$ cat src/verilog/rv_pkg.sv
`default_nettype none

package rv_pkg;

    // major opcodes, bits [6:0] of the instruction word.
    localparam logic [6:0] OPCODE_LOAD   = 7'b0000011;
    localparam logic [6:0] OPCODE_STORE  = 7'b0100011;
    localparam logic [6:0] OPCODE_BRANCH = 7'b1100011;
    localparam logic [6:0] OPCODE_OP_IMM = 7'b0010011;
    localparam logic [6:0] OPCODE_OP     = 7'b0110011;
    localparam logic [6:0] OPCODE_LUI    = 7'b0110111;
    localparam logic [6:0] OPCODE_AUIPC  = 7'b0010111;
    localparam logic [6:0] OPCODE_JAL    = 7'b1101111;
    localparam logic [6:0] OPCODE_JALR   = 7'b1100111;

    // load widths.
    localparam logic [2:0] FUNCT3_LB  = 3'b000;
    localparam logic [2:0] FUNCT3_LH  = 3'b001;
    localparam logic [2:0] FUNCT3_LW  = 3'b010;
    localparam logic [2:0] FUNCT3_LBU = 3'b100;
    localparam logic [2:0] FUNCT3_LHU = 3'b101;

    // store widths.
    localparam logic [2:0] FUNCT3_SB = 3'b000;
    localparam logic [2:0] FUNCT3_SH = 3'b001;
    localparam logic [2:0] FUNCT3_SW = 3'b010;

    // branch conditions.
    localparam logic [2:0] FUNCT3_BEQ  = 3'b000;
    localparam logic [2:0] FUNCT3_BNE  = 3'b001;
    localparam logic [2:0] FUNCT3_BLT  = 3'b100;
    localparam logic [2:0] FUNCT3_BGE  = 3'b101;
    localparam logic [2:0] FUNCT3_BLTU = 3'b110;
    localparam logic [2:0] FUNCT3_BGEU = 3'b111;

    // integer operations, shared by the register and immediate forms.
    localparam logic [2:0] FUNCT3_ADD  = 3'b000;
    localparam logic [2:0] FUNCT3_SLL  = 3'b001;
    localparam logic [2:0] FUNCT3_SLT  = 3'b010;
    localparam logic [2:0] FUNCT3_SLTU = 3'b011;
    localparam logic [2:0] FUNCT3_XOR  = 3'b100;
    localparam logic [2:0] FUNCT3_SR   = 3'b101;
    localparam logic [2:0] FUNCT3_OR   = 3'b110;
    localparam logic [2:0] FUNCT3_AND  = 3'b111;

    localparam logic [31:0] RESET_PC = 32'h0000_0000;

    typedef enum logic [2:0] {
        ST_FETCH     = 3'd0,
        ST_REG_READ  = 3'd1,
        ST_EXECUTE   = 3'd2,
        ST_MEMORY    = 3'd3,
        ST_REG_WRITE = 3'd4,
        ST_RESET     = 3'd7
    } state_t;

    typedef struct packed {
        logic [6:0] funct7;
        logic [4:0] rs2;
        logic [4:0] rs1;
        logic [2:0] funct3;
        logic [4:0] rd;
        logic [6:0] opcode;
    } r_fmt_t;

    typedef struct packed {
        logic [11:0] imm;
        logic [4:0]  rs1;
        logic [2:0]  funct3;
        logic [4:0]  rd;
        logic [6:0]  opcode;
    } i_fmt_t;

    // the B format shares this split layout.
    typedef struct packed {
        logic [6:0] imm_hi;
        logic [4:0] rs2;
        logic [4:0] rs1;
        logic [2:0] funct3;
        logic [4:0] imm_lo;
        logic [6:0] opcode;
    } s_fmt_t;

    // the J format scrambles these same upper twenty bits.
    typedef struct packed {
        logic [19:0] imm;
        logic [4:0]  rd;
        logic [6:0]  opcode;
    } u_fmt_t;

    typedef union packed {
        r_fmt_t r;
        i_fmt_t i;
        s_fmt_t s;
        u_fmt_t u;
    } rv_inst_u;

endpackage

`default_nettype wire

$ cat src/verilog/rv_decode.sv
`timescale 1ns/10ps
`default_nettype none

module rv_decode (
    input  rv_pkg::rv_inst_u inst_i,
    output logic [31:0]      imm_o,
    output logic             op_a_pc_o,
    output logic             op_b_imm_o,
    output logic             reg_write_o,
    output logic             is_load_o,
    output logic             is_store_o,
    output logic             is_jump_o,
    output logic             is_branch_o
);

    import rv_pkg::*;

    logic [31:0] imm_i_fmt;
    logic [31:0] imm_s_fmt;
    logic [31:0] imm_b_fmt;
    logic [31:0] imm_u_fmt;
    logic [31:0] imm_j_fmt;

    assign imm_i_fmt = {{20{inst_i.i.imm[11]}}, inst_i.i.imm};
    assign imm_s_fmt = {{20{inst_i.s.imm_hi[6]}}, inst_i.s.imm_hi, inst_i.s.imm_lo};
    assign imm_b_fmt = {{19{inst_i.s.imm_hi[6]}}, inst_i.s.imm_hi[6], inst_i.s.imm_lo[0],
                        inst_i.s.imm_hi[5:0], inst_i.s.imm_lo[4:1], 1'b0};
    assign imm_u_fmt = {inst_i.u.imm, 12'h000};
    assign imm_j_fmt = {{11{inst_i.u.imm[19]}}, inst_i.u.imm[19], inst_i.u.imm[7:0],
                        inst_i.u.imm[8], inst_i.u.imm[18:9], 1'b0};

    always_comb begin
        imm_o       = '0;
        op_a_pc_o   = 1'b0;
        op_b_imm_o  = 1'b0;
        reg_write_o = 1'b0;
        is_load_o   = 1'b0;
        is_store_o  = 1'b0;
        is_jump_o   = 1'b0;
        is_branch_o = 1'b0;

        case (inst_i.r.opcode)
            OPCODE_LOAD: begin
                imm_o       = imm_i_fmt;
                op_b_imm_o  = 1'b1;
                reg_write_o = 1'b1;
                is_load_o   = 1'b1;
            end
            OPCODE_STORE: begin
                imm_o      = imm_s_fmt;
                op_b_imm_o = 1'b1;
                is_store_o = 1'b1;
            end
            OPCODE_BRANCH: begin
                // operands here form the target, the compare uses the registers.
                imm_o       = imm_b_fmt;
                op_a_pc_o   = 1'b1;
                op_b_imm_o  = 1'b1;
                is_branch_o = 1'b1;
            end
            OPCODE_OP_IMM: begin
                imm_o       = imm_i_fmt;
                op_b_imm_o  = 1'b1;
                reg_write_o = 1'b1;
            end
            OPCODE_OP: begin
                reg_write_o = 1'b1;
            end
            OPCODE_LUI: begin
                imm_o       = imm_u_fmt;
                op_b_imm_o  = 1'b1;
                reg_write_o = 1'b1;
            end
            OPCODE_AUIPC: begin
                imm_o       = imm_u_fmt;
                op_a_pc_o   = 1'b1;
                op_b_imm_o  = 1'b1;
                reg_write_o = 1'b1;
            end
            OPCODE_JAL: begin
                imm_o       = imm_j_fmt;
                op_a_pc_o   = 1'b1;
                op_b_imm_o  = 1'b1;
                reg_write_o = 1'b1;
                is_jump_o   = 1'b1;
            end
            OPCODE_JALR: begin
                imm_o       = imm_i_fmt;
                op_b_imm_o  = 1'b1;
                reg_write_o = 1'b1;
                is_jump_o   = 1'b1;
            end
            default: begin
                // unknown opcodes raise nothing and fall through to pc + 4.
                imm_o = '0;
            end
        endcase
    end

endmodule

`default_nettype wire

$ cat src/verilog/rv_alu.sv
`timescale 1ns/10ps
`default_nettype none

module rv_alu (
    input  rv_pkg::rv_inst_u inst_i,
    input  logic [31:0]      op_a_i,
    input  logic [31:0]      op_b_i,
    input  logic [31:0]      rs2_i,
    input  logic             is_branch_i,
    output logic [31:0]      result_o,
    output logic             take_branch_o
);

    import rv_pkg::*;

    logic [4:0] shamt;
    logic       is_int_op;
    logic       is_sub;
    logic       is_arith_shift;
    logic       cond;

    assign shamt          = op_b_i[4:0];
    assign is_int_op      = (inst_i.r.opcode == OPCODE_OP) || (inst_i.r.opcode == OPCODE_OP_IMM);
    // bit 30 means subtract only in the register form, the immediate form uses it as imm.
    assign is_sub         = (inst_i.r.opcode == OPCODE_OP) && inst_i.r.funct7[5];
    assign is_arith_shift = inst_i.r.funct7[5];

    always_comb begin
        if (is_int_op) begin
            case (inst_i.r.funct3)
                FUNCT3_ADD:  result_o = is_sub ? (op_a_i - op_b_i) : (op_a_i + op_b_i);
                FUNCT3_SLL:  result_o = op_a_i << shamt;
                FUNCT3_SLT:  result_o = {31'b0, $signed(op_a_i) < $signed(op_b_i)};
                FUNCT3_SLTU: result_o = {31'b0, op_a_i < op_b_i};
                FUNCT3_XOR:  result_o = op_a_i ^ op_b_i;
                FUNCT3_SR: begin
                    if (is_arith_shift) begin
                        result_o = $signed(op_a_i) >>> shamt;
                    end else begin
                        result_o = op_a_i >> shamt;
                    end
                end
                FUNCT3_OR:   result_o = op_a_i | op_b_i;
                FUNCT3_AND:  result_o = op_a_i & op_b_i;
                default:     result_o = op_a_i + op_b_i;
            endcase
        end else if (inst_i.r.opcode == OPCODE_LUI) begin
            result_o = op_b_i;
        end else begin
            // addresses, jump and branch targets, auipc.
            result_o = op_a_i + op_b_i;
        end
    end

    always_comb begin
        case (inst_i.r.funct3)
            FUNCT3_BEQ:  cond = (op_a_i == rs2_i);
            FUNCT3_BNE:  cond = (op_a_i != rs2_i);
            FUNCT3_BLT:  cond = ($signed(op_a_i) < $signed(rs2_i));
            FUNCT3_BGE:  cond = ($signed(op_a_i) >= $signed(rs2_i));
            FUNCT3_BLTU: cond = (op_a_i < rs2_i);
            FUNCT3_BGEU: cond = (op_a_i >= rs2_i);
            default:     cond = 1'b0;
        endcase
    end

    assign take_branch_o = is_branch_i && cond;

endmodule

`default_nettype wire

$ cat src/verilog/rv_regfile.sv
`timescale 1ns/10ps
`default_nettype none

module rv_regfile (
    input  logic        clk_i,
    input  logic [4:0]  rs1_i,
    input  logic [4:0]  rs2_i,
    input  logic [4:0]  rd_i,
    input  logic        we_i,
    input  logic [31:0] wdata_i,
    output logic [31:0] rdata1_o,
    output logic [31:0] rdata2_o
);

    logic [31:0] regs [0:31];

    always_ff @(posedge clk_i) begin
        if (we_i) begin
            regs[rd_i] <= wdata_i;
        end
    end

    // x0 may hold a written value, it is masked on every read.
    assign rdata1_o = (rs1_i == 5'd0) ? 32'h0 : regs[rs1_i];
    assign rdata2_o = (rs2_i == 5'd0) ? 32'h0 : regs[rs2_i];

endmodule

`default_nettype wire

$ cat src/verilog/rv_result.sv
`timescale 1ns/10ps
`default_nettype none

module rv_result (
    input  rv_pkg::rv_inst_u inst_i,
    input  logic [31:0]      addr_i,
    input  logic [31:0]      rs2_data_i,
    input  logic [31:0]      bus_data_i,
    input  logic [31:0]      pc_i,
    input  logic             is_load_i,
    input  logic             is_jump_i,
    output logic [31:0]      store_data_o,
    output logic [3:0]       store_sel_o,
    output logic [31:0]      wb_data_o
);

    import rv_pkg::*;

    logic [1:0]  byte_off;
    logic [31:0] lane_word;
    logic [31:0] load_data;

    assign byte_off = addr_i[1:0];

    always_comb begin
        case (inst_i.s.funct3)
            FUNCT3_SB: begin
                store_data_o = rs2_data_i << {byte_off, 3'b000};
                store_sel_o  = 4'b0001 << byte_off;
            end
            FUNCT3_SH: begin
                store_data_o = rs2_data_i << {byte_off[1], 4'b0000};
                store_sel_o  = byte_off[1] ? 4'b1100 : 4'b0011;
            end
            FUNCT3_SW: begin
                store_data_o = rs2_data_i;
                store_sel_o  = 4'b1111;
            end
            default: begin
                store_data_o = rs2_data_i;
                store_sel_o  = 4'b1111;
            end
        endcase
    end

    // bring the addressed lane down to bit 0.
    assign lane_word = bus_data_i >> {byte_off, 3'b000};

    always_comb begin
        case (inst_i.i.funct3)
            FUNCT3_LB:  load_data = {{24{lane_word[7]}}, lane_word[7:0]};
            FUNCT3_LBU: load_data = {24'h0, lane_word[7:0]};
            FUNCT3_LH:  load_data = {{16{lane_word[15]}}, lane_word[15:0]};
            FUNCT3_LHU: load_data = {16'h0, lane_word[15:0]};
            FUNCT3_LW:  load_data = bus_data_i;
            default:    load_data = bus_data_i;
        endcase
    end

    always_comb begin
        if (is_jump_i) begin
            wb_data_o = pc_i + 32'd4;
        end else if (is_load_i) begin
            wb_data_o = load_data;
        end else begin
            wb_data_o = addr_i;
        end
    end

endmodule

`default_nettype wire

$ cat src/verilog/cpu.sv
`timescale 1ns/10ps
`default_nettype none

module cpu (
    input  logic        clk_i,
    input  logic        rst_i,
    input  logic [31:0] dat_i,
    input  logic        ack_i,
    output logic [31:0] dat_o,
    output logic [31:0] adr_o,
    output logic [3:0]  sel_o,
    output logic        we_o,
    output logic        stb_o,
    output logic        cyc_o
);

    import rv_pkg::*;

    state_t      state;
    logic [31:0] pc_q;
    rv_inst_u    ir_q;
    logic [31:0] alu_q;
    logic        branch_q;
    logic [31:0] wb_q;

    logic [31:0] imm;
    logic        op_a_pc;
    logic        op_b_imm;
    logic        reg_write;
    logic        is_load;
    logic        is_store;
    logic        is_jump;
    logic        is_branch;
    logic        mem_access;

    logic [31:0] rs1_data;
    logic [31:0] rs2_data;
    logic        rf_we;

    logic [31:0] alu_op_a;
    logic [31:0] alu_op_b;
    logic [31:0] alu_result;
    logic        take_branch;

    logic [31:0] store_data;
    logic [3:0]  store_sel;
    logic [31:0] wb_data;
    logic [31:0] pc_next;

    // ########################################
    // sub-blocks
    // ########################################

    rv_decode u_decode (
        .inst_i      (ir_q),
        .imm_o       (imm),
        .op_a_pc_o   (op_a_pc),
        .op_b_imm_o  (op_b_imm),
        .reg_write_o (reg_write),
        .is_load_o   (is_load),
        .is_store_o  (is_store),
        .is_jump_o   (is_jump),
        .is_branch_o (is_branch)
    );

    rv_regfile u_regfile (
        .clk_i    (clk_i),
        .rs1_i    (ir_q.r.rs1),
        .rs2_i    (ir_q.r.rs2),
        .rd_i     (ir_q.r.rd),
        .we_i     (rf_we),
        .wdata_i  (wb_q),
        .rdata1_o (rs1_data),
        .rdata2_o (rs2_data)
    );

    rv_alu u_alu (
        .inst_i        (ir_q),
        .op_a_i        (alu_op_a),
        .op_b_i        (alu_op_b),
        .rs2_i         (rs2_data),
        .is_branch_i   (is_branch),
        .result_o      (alu_result),
        .take_branch_o (take_branch)
    );

    rv_result u_result (
        .inst_i       (ir_q),
        .addr_i       (alu_q),
        .rs2_data_i   (rs2_data),
        .bus_data_i   (dat_i),
        .pc_i         (pc_q),
        .is_load_i    (is_load),
        .is_jump_i    (is_jump),
        .store_data_o (store_data),
        .store_sel_o  (store_sel),
        .wb_data_o    (wb_data)
    );

    assign mem_access = is_load | is_store;
    assign rf_we      = (state == ST_REG_WRITE) && reg_write;

    // register read feeds the raw registers so the branch compare sees rs1 and rs2.
    // execute then feeds the decoded operands for the result or target.
    always_comb begin
        case (state)
            ST_EXECUTE: begin
                alu_op_a = op_a_pc ? pc_q : rs1_data;
                alu_op_b = op_b_imm ? imm : rs2_data;
            end
            default: begin
                alu_op_a = rs1_data;
                alu_op_b = rs2_data;
            end
        endcase
    end

    // jalr may produce an odd target, bit 0 is dropped.
    always_comb begin
        if (is_jump) begin
            pc_next = {alu_q[31:1], 1'b0};
        end else if (branch_q) begin
            pc_next = alu_q;
        end else begin
            pc_next = pc_q + 32'd4;
        end
    end

    // ########################################
    // sequencing
    // ########################################

    always_ff @(posedge clk_i) begin
        if (rst_i) begin
            state <= ST_RESET;
            pc_q  <= RESET_PC;
        end else begin
            case (state)
                ST_RESET: state <= ST_FETCH;
                ST_FETCH: begin
                    if (ack_i) begin
                        state <= ST_REG_READ;
                    end
                end
                ST_REG_READ: state <= ST_EXECUTE;
                ST_EXECUTE:  state <= ST_MEMORY;
                ST_MEMORY: begin
                    if (!mem_access || ack_i) begin
                        state <= ST_REG_WRITE;
                    end
                end
                ST_REG_WRITE: begin
                    state <= ST_FETCH;
                    pc_q  <= pc_next;
                end
                default: state <= ST_FETCH;
            endcase
        end
    end

    always_ff @(posedge clk_i) begin
        if (state == ST_FETCH && ack_i) begin
            ir_q <= dat_i;
        end
        if (state == ST_REG_READ) begin
            branch_q <= take_branch;
        end
        if (state == ST_EXECUTE) begin
            alu_q <= alu_result;
        end
        // load data is only valid with ack_i, so the write-back value is held here.
        if (state == ST_MEMORY && (!mem_access || ack_i)) begin
            wb_q <= wb_data;
        end
    end

    // ########################################
    // bus drive
    // ########################################

    always_comb begin
        stb_o = 1'b0;
        we_o  = 1'b0;
        sel_o = 4'b1111;
        adr_o = pc_q;

        case (state)
            ST_FETCH: begin
                stb_o = 1'b1;
            end
            ST_MEMORY: begin
                if (mem_access) begin
                    stb_o = 1'b1;
                    adr_o = {alu_q[31:2], 2'b00};
                    we_o  = is_store;
                    sel_o = is_store ? store_sel : 4'b1111;
                end
            end
            default: begin
                stb_o = 1'b0;
            end
        endcase
    end

    assign cyc_o = stb_o;
    assign dat_o = store_data;

endmodule

`default_nettype wire

$ cat config.mk
export PLATFORM = sky130hd
export DESIGN_NAME = cpu
export DESIGN_NICKNAME = d
export VERILOG_FILES = /design/src/verilog/rv_pkg.sv /design/src/verilog/rv_decode.sv /design/src/verilog/rv_alu.sv /design/src/verilog/rv_regfile.sv /design/src/verilog/rv_result.sv /design/src/verilog/cpu.sv
export SDC_FILE = /design/constraint.sdc
export NUM_CORES = 2
export LEC_CHECK = 0
export BUFFER_PORTS_ARGS = -buffer_cell sky130_fd_sc_hd__clkbuf_2
export CAP_MARGIN = 25
export CORE_MARGIN = 2
export CORE_UTILIZATION = 30
export CTS_CLUSTER_DIAMETER = 100
export DETAILED_ROUTE_END_ITERATION = 6
export PLACE_DENSITY = 0.54
export SLEW_MARGIN = 20
export SYNTH_ARGS = -nofsm -noshare
export SYNTH_HDL_FRONTEND = slang
export SYNTH_SLANG_ARGS = --single-unit
$ cat constraint.sdc
create_clock -name clk_i -period 8.91 [get_ports clk_i]
set_input_delay 0.891 -clock clk_i [delete_from_list [all_inputs] [get_ports clk_i]]
set_output_delay 0.891 -clock clk_i [all_outputs]
set_load 0.03 [all_outputs]
* Yosys cells after proc, flatten, opt, wreduce, memory -nomap -nowiden *
Memories as Yosys holds them, arrays and structs flattened. A register that Yosys moved wholly into a read port is not among the register bits.
Cells that the tools add are included.

storage, ports and cells
  output and inout port bits = 71
  register bits after elaboration = 132
  word-level logic and storage cells = 114
  bits of input ports = 35
  RAM bits = 1024
  memories = 1

memory list
  name            words  bits a word  rd ports  clocked after Yosys merged registers in  wr ports  RTL line          source
  u_regfile.regs  32     32           2         2                                        1         rv_regfile.sv:15  logic [31:0] regs [0:31];

operators by class
  bitwise gates (word level) = 4
  shifts and indexed selects = 7
  add/subtract/negate cells = 3
  reduce and logical (&&, ||, !) cells = 19
  magnitude comparators = 6
  eq/ne operators = 24
  muxes and demuxes = 44

operator list
  cell                     number
  $mux W32                 16
  $pmux W32 S8             1
  $pmux W32 S5             1
  $lt A32 B32 Y1           4
  $pmux W32 S4             1
  $shl A32 B5 Y32          3
  $ge A32 B32 Y1           2
  $pmux W32 S2             1
  $add A32 B3 Y32 const B  1
  $add A32 B32 Y32         1
  $and A32 B32 Y32         1
  $eq A32 B32 Y1           1
  $ne A32 B32 Y1           1
  $or A32 B32 Y32          1
  $shr A32 B5 Y16          1
  $shr A32 B5 Y32          1
  $sshr A32 B5 Y32         1
  $sub A32 B32 Y32         1
  $xor A32 B32 Y32         1
  $eq A7 B6 Y1 const B     3
  $eq A7 B7 Y1 const B     3
  $mux W4                  4
  $eq A3 B3 Y1 const B     5
  $eq A7 B5 Y1 const B     2
  other kinds (23)         50

* Logic depth before layout (Yosys ltp) *
  word-level depth = 9
  depth in mapped cells = 27
  gate-level depth less buffers = 20

* By module *
From an unflattened synthesis, not the netlist that was laid out.

unflattened totals
  cells, all modules = 5034
  area total of the unflattened synthesis = 67622.4 um^2

by module, submodules not included
  module      instances  seq. area each (um^2)  cells each  area each (um^2)
  rv_regfile  1          30749.5                2400        46960.0
  rv_alu      1          0.0                    1586        10875.4
  cpu         1          3613.5                 524         6407.4
  rv_result   1          0.0                    427         2666.3
  rv_decode   1          0.0                    97          713.2

* Worst setup path before layout *
No wires, ideal clock.

  path kind = register -> register
  start = reg state[1]
  end = reg alu_q[30] (data pin)
  arrival time = 6.674 ns
  cell stages (with the launch flop) = 22
  required time = 8.651 ns
  slack = 1.976 ns
  cell sequence = dfxtp_1 -> nor3b_2 -> o2111a_2 -> and2_4 -> buf_6 -> buf_1 -> a221oi_1 -> inv_1 -> ha_1 -> inv_1 -> fa_1 -> or2_2 -> a221oi_1 -> o21ai_0 -> a21o_1 -> a2111oi_0 -> o21ai_0 -> a21oi_1 -> a41oi_1 -> or4_1 -> nand3_1 -> a211oi_1

between the ends
  cells in the longest elaborated chain, start to end = 6
  elaborated cells on any way between the ends = 16
  those cells by class = 2 x add/sub; 1 x eq/ne; 3 x shift; 7 x mux; 3 x bitwise

RTL lines
  element                                         RTL line                    source
  start: declaration                              cpu.sv:19                   state_t state;
  start signal: assignment                        cpu.sv:135                  state <= ST_RESET;
  start signal: assignment                        cpu.sv:139                  ST_RESET: state <= ST_FETCH;
  start signal: assignment                        cpu.sv:142                  state <= ST_REG_READ;
  $eq A3 B2 Y1 (*)                                cpu.sv:106                  case (state)
  $mux W32                                        cpu.sv:106
  $add A32 B32 Y32, or another cell as far along  rv_alu.sv:31, rv_alu.sv:51
  $mux W32, on equally long branches              rv_alu.sv:31, rv_alu.sv:37
  $pmux W32 S8                                    rv_alu.sv:30                case (inst_i.r.funct3)
  $mux W32 (*)                                    rv_alu.sv:29                if (is_int_op) begin
  via alu_result[30]                              cpu.sv:42                   logic [31:0] alu_result;
  end signal: assignment                          cpu.sv:169                  alu_q <= alu_result;
  end: declaration                                cpu.sv:22                   logic [31:0] alu_q;

Mark *: on every way through the listed nets, which the timed path passes. The rest lies on a longest branch.
A chain may end at the register's enable or synchronous reset.

==> impl_results.md <==
* M2 GR Usage at 0.365
* Outcome: finished, violations left
* CTS Buffer Depth at 3
* CP top delay family: compound AO/OA/AOI/OAI gates
* Synth warnings at 0
* Min-Delay Path Depth at 1
* Storage cell area at 0.0346 sq mm
* NetSw at 0.00343 W
* WS Path Type: reg2reg
* Critical Path Max Stage Delay at 720 ps
* DRC Markers at 5
* Synthesized area at roughly 0.067 sq mm
* GR peak layer: met2
* Hold path start: dat_i[5]
* Crit. End Element: flop
* Mean cell area of the mapped netlist at 13.8 sq um
* Die Height at between 400 and 500 um
* Max cap viols at 0
* Simple-gate share of the synthesized area at 0.0641
* Final Hold Viols at 0
* Internal power at 0.00962 W
* Pleak at 25.1 nW
* Slew margin rel. at 0.237
* CTS resizes at 0
* Peak VDD IR at ~0.00014 V
* EDFF count, synth at 1121
* Worst EP required at 9500 ps
* Global Route Usage Sum at 0.236
* Vias after detailed routing at 48505
* Routed Antenna Nets at 0
* Clock Latency Late Sink at 800 ps
* CTS tree: built
* Layout cell share with drive strength beyond 1 at 0.241
* Share of the synthesized area in the top cell type at 0.504
* Synth-to-Final Area Change at 12.9%
* First-pass GRT wire length at 375 mm
* Setup bufs post-CTS at 0
* Tmin final at ~7600 ps
* Largest net degree at the start of global routing at 91
* Cells after Synth at 4854
* Drt total wl at 273 mm
* Failing checks: design-rule violations
* DIE AREA at around 0.23 sq mm
* Flops & latches, synth at 1166
* GR Util met1 at 0.314
* Initial Utilization at 0.301
* Synth Area in Compound Gates at 0.115
* Fmax at around 0.13 GHz
* Unrepaired setup endpoints after global routing: false
* Cts hold-fix bufs at 0
* Vias in the first global route at 46300
* Combinational share of power at 0.123
* Largest cells by area after synthesis: edfxtp_1 (50%), mux4_2 (18%), mux2i_1 (4.2%)
* Sw Ratio at 0.263
* Multiplexer share of the synthesized area at 0.233
* FF-to-FF path depth at 21
* Max FO, Critical Path at 52
* Commonest cells in the netlist: edfxtp_1 (1121), mux4_2 (522), nor2_1 (385), a21oi_1 (314), mux2i_1 (280)
* CP most frequent cell: buf_4
* Final Instance Area at 0.0754 sq mm
* WL/cell at ~34 um
* Area after DPL at 0.0710 sq mm
* Setup violators final at 0
* Syn nets at about 5000
* Nets@finish at between 5000 and 6000
* # IOs at 106
* Pwr Density at 173 mW/mm^2
* Synth Area in XOR/XNOR at 0.0105
* Clock Sinks at ~1200
* CP startpoint kind: flop
* Starting DRC count in detailed routing at 7342
* Worst reg2reg endpoint: alu_q[31]
* Multi-input gate area at a little over 0.03 sq mm
* Total CTS buffers at 130
* Main synth FF type: edfxtp_1
* Slowest CP cell: a2111oi_0
* Initial antenna violation count at 11
* GRT met3 Usage at 0.0410
* Seq pwr share at 0.468
* Fin Setup TNS at 0 ps
* R2r setup slk at 1300 ps
* Total gr overflow at 0
* Worst Hold End: ir_q[5]
* Clock network power share at 0.409
* Worst-path clk slew at 60 ps
* Ys async rst share at 0
* Adder-Cell Fraction of Synth Area at 0.0250
* WP buf/inv at 4
* Final Wtd Congestion at 1.01
* Area leader, netlist: edfxtp_1
* Clk root buf: clkbuf_16
* Crit-path cells: buf_4 > buf_4 > mux4_2 > mux2i_1 > o22ai_1 > nor2_1 > o31a_2 > buf_4 > ha_1 > nor2b_1 > o31a_1 > o311ai_0 > buf_4 > a211oi_1 > o211ai_1 > a31o_2 > nor3_1 > a2111oi_0 > o211ai_1 > and3_1 > a2bb2oi_1
* Core Region at between 0.2 and 0.25 sq mm
* Die W at 476 um
* Period utilization at 0.854
* Detail-routed via count per cell at 6.08
* Buffers on Ports at 105
* Synth unique cells at between 100 and 150
* Rows at between 150 and 200
* Clock skew at slightly above 20 ps
* Post-synthesis sequential area ratio at 0.518
* Largest family of logic cells by synthesized area: multiplexers
* Top-count cell post-synth: edfxtp_1
* Filler cell count at approximately 21000
* Final Slew Violations at 0
* Htree depth at 4
* Tightest Pin Transition at 1110 ps
* HP Class: in2reg
* HPWL Detailed at 186 mm
* Critical path arrival at 8200 ps
* Drt first pass iters at 7
==> worst register-to-register path, stage by stage (launching register included) <==
cell	delay (ps)
dfxtp_4	630
buf_4	390
buf_4	240
mux4_2	500
mux2i_1	220
o22ai_1	150
nor2_1	490
o31a_2	250
buf_4	610
ha_1	390
nor2b_1	150
o31a_1	280
o311ai_0	670
buf_4	260
a211oi_1	110
o211ai_1	420
a31o_2	280
nor3_1	60
a2111oi_0	720
o211ai_1	140
and3_1	190
a2bb2oi_1	250
==> layout by cell type (no fill, tap or decap), types with 23 or more instances in the layout <==
master        n
edfxtp_1   1121
mux4_2      522
nor2_1      349
a21oi_1     313
mux2i_1     279
nand2_1     228
o21ai_0     181
buf_4       169
clkbuf_16   133
ha_1        130
inv_1       115
clkbuf_2    105
a211oi_1    103
mux2_2       82
a221oi_1     71
o22ai_1      67
xnor2_1      59
a22oi_1      54
nor3_1       52
nand3_1      50
a21o_1       37
nor2_4       37
o211ai_1     36
dfxtp_1      36
nand2b_1     35
and3_1       34
nor2b_1      29
clkbuf_1     27
clkinv_1     25
o21ai_1      23
a31oi_1      23
==> power by group through the flow <==
stage                     Clock [W]  Combinational, W  Sequential, W
after global routing        0.00561           0.00167        0.00611
after global placement            0           0.00153        0.00623
after CTS                   0.00540           0.00153        0.00612
final                       0.00534           0.00160        0.00611
after floorplan                   0          0.000984        0.00618
after detailed placement          0           0.00152        0.00624
==> sequential cells by signal, indices dropped and copies added, names as in the netlist, named ones only <==
name,flops
alu_q,32
branch_q,1
ir_q,32
pc_q,32
state,3
u_regfile.regs,1024
wb_q,32
==> cell type report <==
class / instances / area share
clock inverters: 67 / 0.00875
clock buffers: 161 / 0.0457
diodes: 5 / 0.000166
flip-flops and latches: 1166 / 0.459
well taps: 2975 / 0.0494
multi-input cells: 3177 / 0.401
repair buffers: 302 / 0.0304
inverters: 122 / 0.00614
==> layer usage <==
layer | share of wire | up-vias
li1 | - | 19658
met1 | 0.39 | 25290
met2 | 0.45 | 3004
met3 | 0.091 | 551
met4 | 0.061 | 2
met5 | 0.000044 | -
==> how the worst max path moves through the flow <==
| stage | endpoint | depth (start not counted) |
|---|---|---|
| 2_1_floorplan | alu_q[30] | 21 |
| 3_3_place_gp | alu_q[31] | 21 |
| 3_5_place_dp | alu_q[31] | 19 |
| 4_1_cts | alu_q[31] | 19 |
| 5_1_grt | alu_q[31] | 19 |
| 6_report | alu_q[31] | 21 |
==> kinds of logic (layout without fill, tap and decap cells) <==
family          count (synthesis)  after routing
simple gates                  934            934
flops                        1166           1166
mux                           889            889
compound gates               1142           1142
buf+inv                       511            652
xor+xnor                       80             80
fa+ha+maj                     132            132
other cells                     0              5
==> per-stage QoR <==
step	hold slack (ps)	util	worst slack, ps	total power [W]	std cells
2_1_floorplan	476	-	1980	0.00716	4854
3_3_place_gp	542	0.320	1350	0.00777	7726
3_5_place_dp	550	0.320	1450	0.00776	7728
4_1_cts	357	0.339	1390	0.0131	7956
5_1_grt	386	0.340	914	0.0134	7971
6_report	406	0.340	1300	0.0131	7975
Power figures use the tool's default switching activity.
